==> config.mk <==
export PLATFORM = sky130hd
export DESIGN_NAME = periph_hub_top
export DESIGN_NICKNAME = d
export VERILOG_FILES = /design/src/periph_pkg.sv /design/src/periph_addr_decoder.sv /design/src/periph_read_buffer.sv /design/src/gpio_regs.sv /design/src/periph_hub_top.sv
export SDC_FILE = /design/constraint.sdc
export NUM_CORES = 1
export LEC_CHECK = 0
export BUFFER_PORTS_ARGS = -buffer_cell sky130_fd_sc_hd__buf_4
export CAP_MARGIN = 20
export CORE_ASPECT_RATIO = 1.2
export CORE_MARGIN = 5
export CORE_UTILIZATION = 54
export CTS_BUF_LIST = sky130_fd_sc_hd__clkbuf_8
export DETAILED_ROUTE_END_ITERATION = 7
export GPL_TIMING_DRIVEN = 0
export MAX_ROUTING_LAYER = met4
export PLACE_DENSITY = 0.91
export SLEW_MARGIN = 20
export SYNTH_ARGS = -nofsm -noshare
export SYNTH_HDL_FRONTEND = slang
export SYNTH_SLANG_ARGS = --single-unit
==> constraint.sdc <==
create_clock -name clk -period 2.3 [get_ports clk]
set_clock_uncertainty 0.2 [all_clocks]
set_input_delay 0.115 -clock clk [delete_from_list [all_inputs] [get_ports clk]]
set_output_delay 0.115 -clock clk [all_outputs]
set_load 0.005 [all_outputs]
==> src/periph_pkg.sv <==
// Peripheral hub definitions
package periph_pkg;

    // Bus and pin widths
    localparam int ADDR_W = 11;
    localparam int DATA_W = 32;
    localparam int OFS_W  = 6;
    localparam int PIN_W  = 8;
    localparam int FSEL_W = 6;

    // Slot counts
    localparam int USER_SLOTS   = 24;
    localparam int SIMPLE_SLOTS = 16;
    localparam int SIMPLE_IDX_W = $clog2(SIMPLE_SLOTS);

    // Slot number, wide enough for every full slot
    typedef logic [4:0] slot_idx_t;

    // Populated and reserved full slots
    localparam slot_idx_t GPIO_SLOT = 5'd1;
    localparam slot_idx_t UART_SLOT = 5'd2;

    // GPIO register offsets inside its slot
    localparam logic [OFS_W-1:0] GPIO_OUT_OFS   = 6'h00;
    localparam logic [OFS_W-1:0] GPIO_IN_OFS    = 6'h04;
    // One word per pin selector, pins 0 to 7
    localparam logic [OFS_W-1:0] GPIO_FSEL_BASE = 6'h20;
    // Offset bits that must match the base for a selector hit
    localparam logic [OFS_W-1:0] GPIO_FSEL_MASK = 6'h23;

    // Access size codes from the core
    typedef enum logic [1:0] {
        SIZE_BYTE = 2'b00,
        SIZE_HALF = 2'b01,
        SIZE_WORD = 2'b10,
        SIZE_NONE = 2'b11
    } bus_size_e;

    // Kind of slot an address falls into
    typedef enum logic {
        SLOT_USER   = 1'b0,
        SLOT_SIMPLE = 1'b1
    } slot_kind_e;

endpackage

==> src/periph_addr_decoder.sv <==
// Peripheral address decoder
`timescale 1ns/1ps

module periph_addr_decoder (
    input  logic [periph_pkg::ADDR_W-1:0] i_addr,
    input  periph_pkg::bus_size_e         i_write_n,
    input  periph_pkg::bus_size_e         i_read_n,
    output periph_pkg::slot_kind_e        o_slot_kind,
    output periph_pkg::slot_idx_t         o_slot_idx,
    output logic                          o_gpio_sel,
    output logic                          o_wr_en,
    output logic                          o_rd_req
);
    import periph_pkg::*;

    // Three-way split of the address space
    always_comb begin
        if (i_addr[10:9] == 2'b10) begin
            // Byte slots, 16 bytes each
            o_slot_kind = SLOT_SIMPLE;
            o_slot_idx  = slot_idx_t'(i_addr[4 +: SIMPLE_IDX_W]);
        end else if (i_addr[10]) begin
            // Upper bank of full slots starts at 16
            o_slot_kind = SLOT_USER;
            o_slot_idx  = {2'b10, i_addr[8:6]};
        end else begin
            o_slot_kind = SLOT_USER;
            o_slot_idx  = {1'b0, i_addr[9:6]};
        end
    end

    assign o_gpio_sel = (o_slot_kind == SLOT_USER) && (o_slot_idx == GPIO_SLOT);

    // Any size code other than none is an access
    assign o_wr_en  = (i_write_n != SIZE_NONE);
    assign o_rd_req = (i_read_n != SIZE_NONE);

endmodule

==> src/periph_read_buffer.sv <==
// Read data buffer
`timescale 1ns/1ps

module periph_read_buffer (
    input  logic                          clk,
    input  logic                          rst_n,
    input  logic                          i_rd_req,
    input  logic [periph_pkg::DATA_W-1:0] i_slot_data,
    input  logic                          i_data_read_complete,
    output logic [periph_pkg::DATA_W-1:0] o_data,
    output logic                          o_data_ready
);
    import periph_pkg::*;

    logic [DATA_W-1:0] data_q;
    logic              hold_q;
    logic              ready_q;
    logic              capture;

    // Take a new value only while nothing is buffered
    assign capture = i_rd_req && !hold_q;

    always_ff @(posedge clk) begin
        if (!rst_n) begin
            hold_q  <= 1'b0;
            ready_q <= 1'b0;
        end else begin
            if (i_data_read_complete) begin
                hold_q <= 1'b0;
            end
            if (capture) begin
                hold_q <= 1'b1;
            end
            // Every slot answers at once, so ready just follows the request
            ready_q <= i_rd_req;
        end
    end

    always_ff @(posedge clk) begin
        if (capture) begin
            data_q <= i_slot_data;
        end
    end

    assign o_data       = data_q;
    assign o_data_ready = ready_q;

endmodule

==> src/gpio_regs.sv <==
// GPIO registers and pin routing
`timescale 1ns/1ps

module gpio_regs (
    input  logic                          clk,
    input  logic                          rst_n,
    input  logic                          i_gpio_sel,
    input  logic                          i_wr_en,
    input  logic [periph_pkg::OFS_W-1:0]  i_offset,
    input  logic [periph_pkg::PIN_W-1:0]  i_wdata,
    input  logic [periph_pkg::PIN_W-1:0]  i_ui_in,
    output logic [periph_pkg::DATA_W-1:0] o_rdata,
    output logic [periph_pkg::PIN_W-1:0]  o_uo_out
);
    import periph_pkg::*;

    logic [PIN_W-1:0]  out_q;
    logic [FSEL_W-1:0] fsel_q [PIN_W];
    logic              fsel_hit;
    logic [2:0]        fsel_pin;

    // Selector encoding of a full slot number
    function automatic logic [FSEL_W-1:0] user_code(input slot_idx_t slot);
        return {slot[4], 1'b0, slot[3:0]};
    endfunction

    // True when a selector names the GPIO slot
    function automatic logic names_gpio(input logic [FSEL_W-1:0] sel);
        slot_kind_e kind;
        slot_idx_t  idx;
        kind = sel[4] ? SLOT_SIMPLE : SLOT_USER;
        idx  = sel[4] ? {1'b0, sel[3:0]} : {sel[5], sel[3:0]};
        return (kind == SLOT_USER) && (idx == GPIO_SLOT);
    endfunction

    assign fsel_hit = ((i_offset & GPIO_FSEL_MASK) == GPIO_FSEL_BASE);
    assign fsel_pin = i_offset[4:2];

    always_ff @(posedge clk) begin
        if (!rst_n) begin
            out_q <= '0;
        end else if (i_gpio_sel && i_wr_en && i_offset == GPIO_OUT_OFS) begin
            out_q <= i_wdata;
        end
    end

    // Pins 0 and 1 come up on the UART slot
    always_ff @(posedge clk) begin
        if (!rst_n) begin
            for (int p = 0; p < PIN_W; p++) begin
                fsel_q[p] <= (p < 2) ? user_code(UART_SLOT) : user_code(GPIO_SLOT);
            end
        end else if (i_gpio_sel && i_wr_en && fsel_hit) begin
            fsel_q[fsel_pin] <= i_wdata[FSEL_W-1:0];
        end
    end

    // Read mux, zero-extended
    always_comb begin
        o_rdata = '0;
        if (i_offset == GPIO_OUT_OFS) begin
            o_rdata = DATA_W'(out_q);
        end else if (i_offset == GPIO_IN_OFS) begin
            o_rdata = DATA_W'(i_ui_in);
        end else if (fsel_hit) begin
            o_rdata = DATA_W'(fsel_q[fsel_pin]);
        end
    end

    // Only GPIO is populated, so every other source drives zero
    always_comb begin
        for (int p = 0; p < PIN_W; p++) begin
            o_uo_out[p] = names_gpio(fsel_q[p]) ? out_q[p] : 1'b0;
        end
    end

endmodule

==> src/periph_hub_top.sv <==
// Peripheral hub top level
`timescale 1ns/1ps

module periph_hub_top (
    input  logic                          clk,
    input  logic                          rst_n,
    input  logic [periph_pkg::ADDR_W-1:0] i_addr,
    input  logic [periph_pkg::DATA_W-1:0] i_data,
    input  periph_pkg::bus_size_e         i_write_n,
    input  periph_pkg::bus_size_e         i_read_n,
    output logic [periph_pkg::DATA_W-1:0] o_data,
    output logic                          o_data_ready,
    input  logic                          i_data_read_complete,
    input  logic [periph_pkg::PIN_W-1:0]  i_ui_in,
    output logic [periph_pkg::PIN_W-1:0]  o_uo_out
);
    import periph_pkg::*;

    logic              gpio_sel;
    logic              wr_en;
    logic              rd_req;
    logic [DATA_W-1:0] gpio_rdata;
    logic [DATA_W-1:0] slot_data;
    logic              buf_ready;

    periph_addr_decoder u_decoder (
        .i_addr      (i_addr),
        .i_write_n   (i_write_n),
        .i_read_n    (i_read_n),
        .o_slot_kind (),
        .o_slot_idx  (),
        .o_gpio_sel  (gpio_sel),
        .o_wr_en     (wr_en),
        .o_rd_req    (rd_req)
    );

    gpio_regs u_gpio (
        .clk        (clk),
        .rst_n      (rst_n),
        .i_gpio_sel (gpio_sel),
        .i_wr_en    (wr_en),
        .i_offset   (i_addr[OFS_W-1:0]),
        .i_wdata    (i_data[PIN_W-1:0]),
        .i_ui_in    (i_ui_in),
        .o_rdata    (gpio_rdata),
        .o_uo_out   (o_uo_out)
    );

    // Every slot other than GPIO is empty and reads zero
    assign slot_data = gpio_sel ? gpio_rdata : '0;

    periph_read_buffer u_read_buf (
        .clk                  (clk),
        .rst_n                (rst_n),
        .i_rd_req             (rd_req),
        .i_slot_data          (slot_data),
        .i_data_read_complete (i_data_read_complete),
        .o_data               (o_data),
        .o_data_ready         (buf_ready)
    );

    // Writes are acknowledged in the same cycle
    assign o_data_ready = buf_ready || wr_en;

endmodule

==> run metrics, run 1 <==
Detailed Route WL 10,100 um; DR WL met3 1010 um; GRT Total Usage 25.1%; clock slew at the register clock pins of the worst setup and hold paths 0.07 ns; Clock Path Buffers 2; Post-CTS Setup Inserts 0; Die Height 99.3 um; Die Area 8380 um^2; H-tree depth 3; DR DRC count 0; CP top delay family simple AND/OR/NAND/NOR gates; Worst path slowest cell o21ai_0; max_slew headroom 42.3%; Core Region 6450 um^2; Post-CTS Resized 0; largest net degree at the start of global routing 12; uppermost layer routed met4; Final WS setup 0.155 ns; Worst-Margin Slew 0.856 ns; status finished clean; Critical path buffers and inverters 2; R2R Setup Slk 0.42 ns; Placed Area 4160 um^2; fin crit share 93.3%; ys flop type edfxtp_1; CP startpoint kind primary input; Crit path required time 2.08 ns; Worst Setup SP i_addr[9]; Mapped Cells 303; sequential-to-total area share from yosys stat 52.5%; reg2reg end u_read_buf.o_data[2]; Yosys Warn Count 0; DP Worst Slack -0.188 ns; Final Hold Fails 0; Worst path depth 6; leakage 1.82 nW; PwrDens 558 nW/um^2; CTS Buf Count 9; Psw 624 uW; cell taking the most area after synthesis edfxtp_1; clk sinks 66; DR pass1 iterations 5; Max-Cap Viols 0; P_int 1.90 mW; share of layout cells above drive strength 1 29.6%; top cell type's share of synthesized area 46.9%; Root Driver clkbuf_8; min Tclk post-route 2.14 ns; RePlAce Congestion 0.955; Synth area leaders edfxtp_1 (47%), and2_1 (8.4%), mux4_2 (7.5%); Setup Viol. Count Final 0; Netlist cell types 38; CTS tree done; synth cell count leaders edfxtp_1 (56), and2_1 (48), buf_4 (26), nor2_1 (18), o21ai_0 (18); syn avg cell area 11.8 um^2; Top Ports 99; critical path type in2reg; EDFF count, synth 56; clock network fraction of total power 32.4%; initial antenna violation count 0; WL met1 3370 um; Critical Path End Type register; drt initial violations 347; DR WL/cell 20.3 um; worst-path cell chain buf_4, nor4b_4, and3_1, buf_4, nand3_1, o21ai_0; first-pass GRT wire length 15,400 um; Area Overhead vs Synth 26.0%; dpl hpwl 6820 um; PortBufs 50; final non-filler cell area 4520 um^2; #FFs+latches synth 66; Die Width 84.4 um; Via density 5.79; RSZ-0062 raised after global routing false; post-layout net count 465; Core Util, Final 70.1%; Logic pwr share 12.6%; Crit Path Max Fanout 9; switching share of power 24.8%; ys async rst share 0%; vias 2,877; Post-DRT Antenna Nets 0; fmax 466 MHz; worst skew pair latency 0.35 ns; count leader, synth edfxtp_1; synthesized cell area 3590 um^2; grt total ovfl 0; peak supply drop 0.000286 V; antenna cells 0; Site Rows 32; vias in the first global route 3,008; Reg2Reg Launch Point u_gpio.fsel_q[2][2]; Slew Limit Fails 0; overall power 2.52 mW; Worst Hold Class in2reg; fill count 411; Starting Density 55.6%; setup TNS 0 ns; Worst EP arrival 1.92 ns; Worst setup endpoint u_gpio.fsel_q[5][0]; Seq pwr share 55.0%; CP peak stage delay 0.72 ns; R2R depth 4; most used cell, CP buf_4; Routed met2 length 5230 um
[state kept, by name (all words and copies together), names as in the netlist]
name,count
u_read_buf.hold_q,1
u_read_buf.o_data,8
u_read_buf.o_data_ready,1
u_gpio.out_q,8
u_gpio.fsel_q,48
[routing by layer]
layer | global-route usage [%] | vias up
met2 | 43.5 | 212
met3 | 7.87 | 59
met1 | 25.0 | 1346
li1 | - | 1260
met4 | 14.1 | 0
met5 | - | -
[final cells by class]
type	instances	area, um^2	share of cell area [%]
clock inverters	7	38.8	0.858
clock buffers	9	124	2.74
inverters	2	7.51	0.166
multi-input cells	221	1530	33.9
well taps	85	106	2.35
plain buffers	37	251	5.57
flip-flops and latches	66	1880	41.7
repair buffers	70	576	12.7
[layout by cell type, fill, tap and decap left out, types with 2 or more instances in the layout]
cell type / Yosys / final
and2_1: 48 / 48
nor4b_4: 2 / 2
a21boi_1: 8 / 8
dfxtp_1: 10 / 10
nand3_1: 9 / 9
nor3_2: 4 / 4
nor3_1: 3 / 3
nor2b_1: 8 / 8
inv_1: 2 / 4
and3_1: 10 / 10
or3_1: 2 / 2
nand2b_1: 12 / 12
o21ai_1: 5 / 5
nor4b_1: 8 / 8
conb_1: 1 / 24
buf_2: 6 / 6
buf_4: 26 / 76
mux4_2: 12 / 12
clkbuf_1: 4 / 4
dlygate4sd3_1: 0 / 20
o21ai_0: 18 / 18
mux2i_1: 2 / 2
clkinv_2: 0 / 3
nand2_1: 9 / 9
clkbuf_8: 0 / 9
nor2_1: 18 / 18
edfxtp_1: 56 / 56
a21oi_1: 7 / 7
[per-stage QoR]
stage | hold slack, ns | instances
floorplan | 0.0656 | 326
global placement | 0.189 | 461
detailed placement | 0.210 | 461
CTS | 0.00282 | 496
global route | 0.0746 | 497
finish | 0.0768 | 497
[repair_timing]
item / CTS / global route
setup endpoints to repair: 0 / 0
hold buffers: 19 / 1
hold endpoints to repair: 65 / 1
[worst min path at each step]
stage | start | end | slack [ns] | depth (start not counted)
after floorplan | i_data[0] | u_gpio.out_q[0] | 0.07 | 2
after global placement | i_data[6] | u_gpio.out_q[6] | 0.19 | 3
after detailed placement | i_data[7] | u_gpio.out_q[7] | 0.21 | 3
after CTS | i_ui_in[0] | u_read_buf.o_data[0] | 0.003 | 3
after global routing | i_read_n[0] | u_read_buf.o_data[2] | 0.07 | 2
final | i_read_n[0] | u_read_buf.o_data[2] | 0.08 | 2
[cell families after synthesis]
kind of cell | after synthesis | synth area share, %
and+or+nand+nor | 142 | 25.4
buffers and inverters | 39 | 7.22
AOI/OAI and AO/OA | 41 | 6.70
other | 1 | 0.105
DFF | 66 | 52.5
muxes | 14 | 8.09
[power groups by stage]
stage / clock network, mW / logic (mW) / registers (mW)
after floorplan: 0 / 0.164 / 1.39
after global placement: 0 / 0.266 / 1.40
after detailed placement: 0 / 0.275 / 1.41
after CTS: 0.814 / 0.302 / 1.38
after global routing: 0.887 / 0.337 / 1.39
final: 0.817 / 0.317 / 1.39
Power figures use the tool's default switching activity.
==> run 2: changes to the inputs <==
--- a/config.mk
+++ b/config.mk
@@ -5,6 +5,7 @@
 export SDC_FILE = /design/constraint.sdc
 export NUM_CORES = 1
 export LEC_CHECK = 0
+export ABC_AREA = 1
 export BUFFER_PORTS_ARGS = -buffer_cell sky130_fd_sc_hd__buf_4
 export CAP_MARGIN = 20
 export CORE_ASPECT_RATIO = 1.2
==> run 2 against run 1 <==
  * Die area rose by 1.0%
  * First-iteration DRC count fell by 6.3%
  * Core utilization rose by 1.2 points
  * Sequential power barely moved
  * Worst setup slack got worse by 0.085 ns
  * Clock power barely moved
  * Critical path depth rose by 3
  * Flip-flop and latch count did not move
  * Register-to-register slack improved by 0.31 ns
  * Critical path type unchanged
  * Sequential share of layout area fell by 0.96 points
==> run metrics, run 2 <==
switching share of power 26.4%; ys flop type edfxtp_1; clock network fraction of total power 32.1%; post-layout net count 574; RSZ-0062 raised after global routing false; grt total ovfl 0; antenna cells 0; largest net degree at the start of global routing 12; Seq pwr share 54.1%; ys async rst share 0%; fin crit share 96.9%; synth cell count leaders nand2_1 (77), nor2_1 (60), edfxtp_1 (56), inv_1 (43), nand3_1 (41); share of layout cells above drive strength 1 25.0%; Final Hold Fails 0; Critical path buffers and inverters 4; Worst path slowest cell dlygate4sd3_1; clock slew at the register clock pins of the worst setup and hold paths 0.07 ns; RePlAce Congestion 1.03; Site Rows 32; Die Area 8470 um^2; Root Driver clkbuf_8; Slew Limit Fails 0; #FFs+latches synth 66; CTS Buf Count 9; max_slew headroom 40.7%; Worst Hold Class in2reg; Starting Density 55.9%; Die Width 84.8 um; PwrDens 551 nW/um^2; top cell type's share of synthesized area 46.3%; first-pass GRT wire length 15,600 um; Clock Path Buffers 2; Core Region 6490 um^2; status finished clean; setup TNS 0 ns; Setup Viol. Count Final 0; EDFF count, synth 56; count leader, synth nand2_1; largest reg by FF count u_gpio.fsel_q; Mapped Cells 406; syn avg cell area 8.94 um^2; vias in the first global route 3,195; Top Ports 99; fmax 449 MHz; CP top delay family buffers and inverters; Worst-Margin Slew 0.889 ns; initial antenna violation count 0; Worst EP arrival 2.27 ns; met3 usage 6.98%; R2R depth 1; Critical Path End Type register; DR WL/cell 17.0 um; Yosys Warn Count 0; drt initial violations 325; cell taking the most area after synthesis edfxtp_1; sequential-to-total area share from yosys stat 51.9%; final non-filler cell area 4620 um^2; Via density 5.37; Area Overhead vs Synth 27.4%; DR DRC count 0; Hold Slack 0.0403 ns; Post-DRT Antenna Nets 0; worst skew pair latency 0.35 ns; Hold Path Depth 4; Crit path required time 2.34 ns; met2 Usage GRT 41.8%; CP peak stage delay 0.55 ns; GRT Total Usage 25.4%; Detailed Route WL 10,300 um; Synth area leaders edfxtp_1 (46%), nand2_1 (8.0%), nor2_1 (6.2%); dpl hpwl 6960 um; gr busiest metal met2; Post-CTS Setup Inserts 0; met1 usage 26.8%; peak supply drop 0.000341 V; Logic pwr share 13.7%; vias 3,254; CP startpoint kind primary input; commonest non-fill, non-tap cell in the layout nand2_1; Max-Cap Viols 0; H-tree depth 3; DR pass1 iterations 5; min Tclk post-route 2.23 ns; Netlist cell types 28; Placed Area 4170 um^2; number of flip-flops in the largest register 48; synthesized cell area 3630 um^2; leakage 2.25 nW; worst-path cell chain dlygate4sd3_1, buf_6, nor2_4, nand3_4, nor2_8, inv_2, nor2_1, nor2_1, dlygate4sd3_1; Psw 672 uW; P_int 1.88 mW; PortBufs 47; clk sinks 66; Hold-fix buffers, CTS 29; Worst path depth 9; Post-CTS Resized 0; commonest cells after routing, fill and taps aside nand2_1 (77), buf_4 (73), nor2_1 (60), edfxtp_1 (56), inv_1 (43); Crit Path Max Fanout 9; CTS tree done; Die Height 99.8 um; critical path type in2reg
-- run 2: cell count changes after synthesis, sizes merged, moves of 8 or more --
| cell | delta |
|---|---|
| a21boi | -9 |
| a21oi | +11 |
| and2 | -49 |
| and3 | -11 |
| inv | +49 |
| mux4 | -12 |
| nand2 | +78 |
| nand2b | -12 |
| nand3 | +32 |
| nor2 | +55 |
| nor2b | -8 |
| nor4b | -9 |
-- run 2: per-stage QoR --
stage,setup WS (ns),utilization (%),instances,total power [mW]
after floorplan,0.801,-,429,1.59
after global placement,0.565,64.4,561,1.70
after detailed placement,0.498,64.4,561,1.71
after CTS,0.182,71.3,606,2.53
after global routing,0.00135,71.3,606,2.63
final,0.0704,71.3,606,2.55
-- run 2: worst min-delay path, stage by stage --
cell     delay, ns
buf_4         0.09
nor2_4        0.04
nand3_1       0.12
a21oi_1       0.06
-- run 2: logic make-up (layout without fill, tap and decap cells) --
group,Yosys count,in the layout,synth area share (%)
compound gates,35,35,4.90
other cells,1,24,0.103
simple gates,218,218,30.9
buf+inv,86,178,12.3
flops,66,66,51.9
-- run 2: final cells by class --
class                   count  area (um^2)
fillers                   439         1860
repair buffers             76          643
plain buffers              35          251
clock inverters             7         36.3
clock buffers               9          124
inverters                  51          194
well taps                  85          106
flip-flops and latches     66         1880
multi-input cells         277         1390
-- run 2: path summary, 6_finish.rpt --
| path | start | endpoint | slack [ns] |
|---|---|---|---|
| worst max-delay path | i_addr[3] | u_gpio.out_q[4] | 0.07 |
| worst min-delay path | i_addr[8] | u_read_buf.o_data[6] | 0.04 |
| worst max register to register | u_read_buf.hold_q | u_read_buf.o_data[0] | 0.73 |
| worst min register to register | u_gpio.out_q[6] | u_gpio.out_q[6] | 0.36 |
-- run 2: power by group through the flow --
stage | sequential [mW] | clock, mW | combinational (mW)
floorplan | 1.40 | 0 | 0.190
global placement | 1.40 | 0 | 0.299
detailed placement | 1.40 | 0 | 0.306
CTS | 1.38 | 0.817 | 0.337
global route | 1.38 | 0.869 | 0.376
finish | 1.38 | 0.819 | 0.350
-- run 2: routing by layer --
layer | share of wire (%) | routed length [um] | vias to the layer above
li1 | - | - | 1504
met1 | 35 | 3650 | 1486
met2 | 50 | 5120 | 218
met3 | 8.9 | 920 | 46
met4 | 5.8 | 601 | 0
met5 | 0 | 0 | -
==> run 3: changes to the inputs <==
--- a/config.mk
+++ b/config.mk
@@ -8,7 +8,7 @@
 export ABC_AREA = 1
 export BUFFER_PORTS_ARGS = -buffer_cell sky130_fd_sc_hd__buf_4
 export CAP_MARGIN = 20
-export CORE_ASPECT_RATIO = 1.2
+export CORE_ASPECT_RATIO = 1.1
 export CORE_MARGIN = 5
 export CORE_UTILIZATION = 54
 export CTS_BUF_LIST = sky130_fd_sc_hd__clkbuf_8
==> run 3 against run 2 <==
  * Sequential share of layout area shrank 0.099 points
  * Largest power group unchanged
  * Power grew 3.8%
  * Critical path type unchanged
  * Flip-flop and latch count is the same
  * Register-to-register slack lost 0.09 ns
  * Sequential power is essentially flat
  * Clock power grew 12%
  * Worst setup slack lost 0.015 ns
  * Critical path depth is the same
  * Combinational power is essentially flat
  * Die area is essentially flat
  * Non-clock buffer count shrank 1
==> run metrics, run 3 (synthesis results as in run 2) <==
Slew Limit Fails 0; Post-DRT Antenna Nets 0; Post-CTS Setup Inserts 0; Die Width 88.2 um; leakage 2.25 nW; peak supply drop 0.000412 V; Via density 5.32; vias 3,204; Crit path required time 2.33 ns; share of layout cells above drive strength 1 24.4%; DP Worst Slack 0.502 ns; RePlAce Congestion 1.02; DR WL/cell 16.7 um; Worst-Margin Slew 1.00 ns; Non-Filler Instances 602; reg2reg end u_read_buf.o_data[3]; CTS Buf Count 9; Root Driver clkbuf_8; hold worst-path end u_gpio.out_q[6]; antenna cells 0; setup TNS 0 ns; clk sinks 66; Critical Path End Type register; overall power 2.65 mW; vias in the first global route 3,201; first-pass GRT wire length 15,400 um; Top Ports 99; PwrDens 571 nW/um^2; min Tclk post-route 2.25 ns; Area Overhead vs Synth 27.8%; fmax 445 MHz; fill count 428; Post-CTS Resized 0; Clock Path Buffers 2; commonest non-fill, non-tap cell in the layout nand2_1; drt initial violations 356; largest net degree at the start of global routing 12; Detailed Route WL 10,100 um; CTS tree done; Die Area 8460 um^2; post-layout net count 573; cell count after placement 558; DR pass1 iterations 6; fin crit share 97.6%; number of flip-flops in the largest register 48; Worst Hold Class in2reg; DR DRC count 0; clock slew at the register clock pins of the worst setup and hold paths 0.07 ns; status finished clean; Final Hold Fails 0; R2R Setup Slk 0.64 ns; Worst EP arrival 2.27 ns; Site Rows 31; GRT Total Usage 25.5%; register area 1880 um^2; Max-Cap Viols 0; PortBufs 47; commonest cells after routing, fill and taps aside nand2_1 (77), buf_4 (73), nor2_1 (60), edfxtp_1 (56), inv_1 (44); multi-input logic area 1390 um^2; worst skew pair latency 0.34 ns; critical path type in2reg; initial antenna violation count 0; worst min-delay path startpoint i_addr[8]; Setup Viol. Count Final 0; Core Region 6560 um^2; Core Util, Final 70.7%; Hold Path Depth 6; Die Height 96.0 um; dpl hpwl 6830 um; largest reg by FF count u_gpio.fsel_q; max_slew headroom 33.0%; R2R depth 1; Final WS setup 0.0550 ns; grt total ovfl 0; Crit Path Max Fanout 9; CP startpoint kind primary input; H-tree depth 3; Starting Density 55.4%; Reg2Reg Launch Point u_read_buf.hold_q; RSZ-0062 raised after global routing false
## run 3: cell count changes in the layout (fill, tap and decap cells not counted)
cell           before  now
clkinv_1            1    3
clkinv_2            5    0
dlygate4sd3_1      29   28
inv_1              43   44
clkinv_4            0    1
bufinv_16           0    1
## run 3: report_power, final
| group | internal [mW] | switching (mW) |
|---|---|---|
| clock network | 0.487 | 0.430 |
| registers | 1.35 | 0.0272 |
| logic | 0.148 | 0.202 |
## run 3: critical path: stages
cell	delay, ns
dlygate4sd3_1	0.56
buf_6	0.17
nor2_4	0.14
nand3_4	0.16
nor2_8	0.22
inv_2	0.12
nor2_1	0.16
nor2_1	0.07
dlygate4sd3_1	0.55
## run 3: cell type report
type | instances | share of cell area (%)
sequential | 66 | 40.6
multi-input combinational | 277 | 29.9
timing repair buffer | 75 | 13.7
buffer | 35 | 5.43
inverter | 51 | 4.18
clock buffer | 9 | 2.67
tap | 82 | 2.21
clock inverter | 7 | 1.32
## run 3: how the worst max path moves through the flow
stage	start	end	slack (ns)	cells after the start
finish	i_addr[2]	u_gpio.out_q[2]	0.05	9
global route	i_addr[3]	u_gpio.out_q[2]	0.02	9
CTS	i_addr[3]	u_gpio.out_q[2]	0.13	9
detailed placement	i_addr[10]	u_gpio.fsel_q[0][4]	0.50	8
global placement	i_addr[10]	u_gpio.fsel_q[7][0]	0.56	8
floorplan	i_addr[6]	u_gpio.fsel_q[2][0]	0.80	8
## run 3: per-stage QoR
stage / hold slack, ns / cell area (um^2)
2_1_floorplan: 0.00420 / 3710
3_3_place_gp: 0.100 / 4170
3_5_place_dp: 0.107 / 4170
4_1_cts: 0.0217 / 4640
5_1_grt: 0.0664 / 4640
6_report: 0.0567 / 4640
## run 3: timing repair
action                                  4_1_cts  5_1_grt
endpoints found under the setup margin        0        0
hold endpoints to repair                     22        0
hold buffers                                 28        0
## run 3: per-layer routing
| metal | GRT usage, % | wire, um | share of wire [%] |
|---|---|---|---|
| met5 | - | 0 | 0 |
| met4 | 13.6 | 352 | 3.5 |
| met3 | 3.85 | 1030 | 10 |
| met2 | 45.2 | 5050 | 50 |
| met1 | 27.3 | 3650 | 36 |
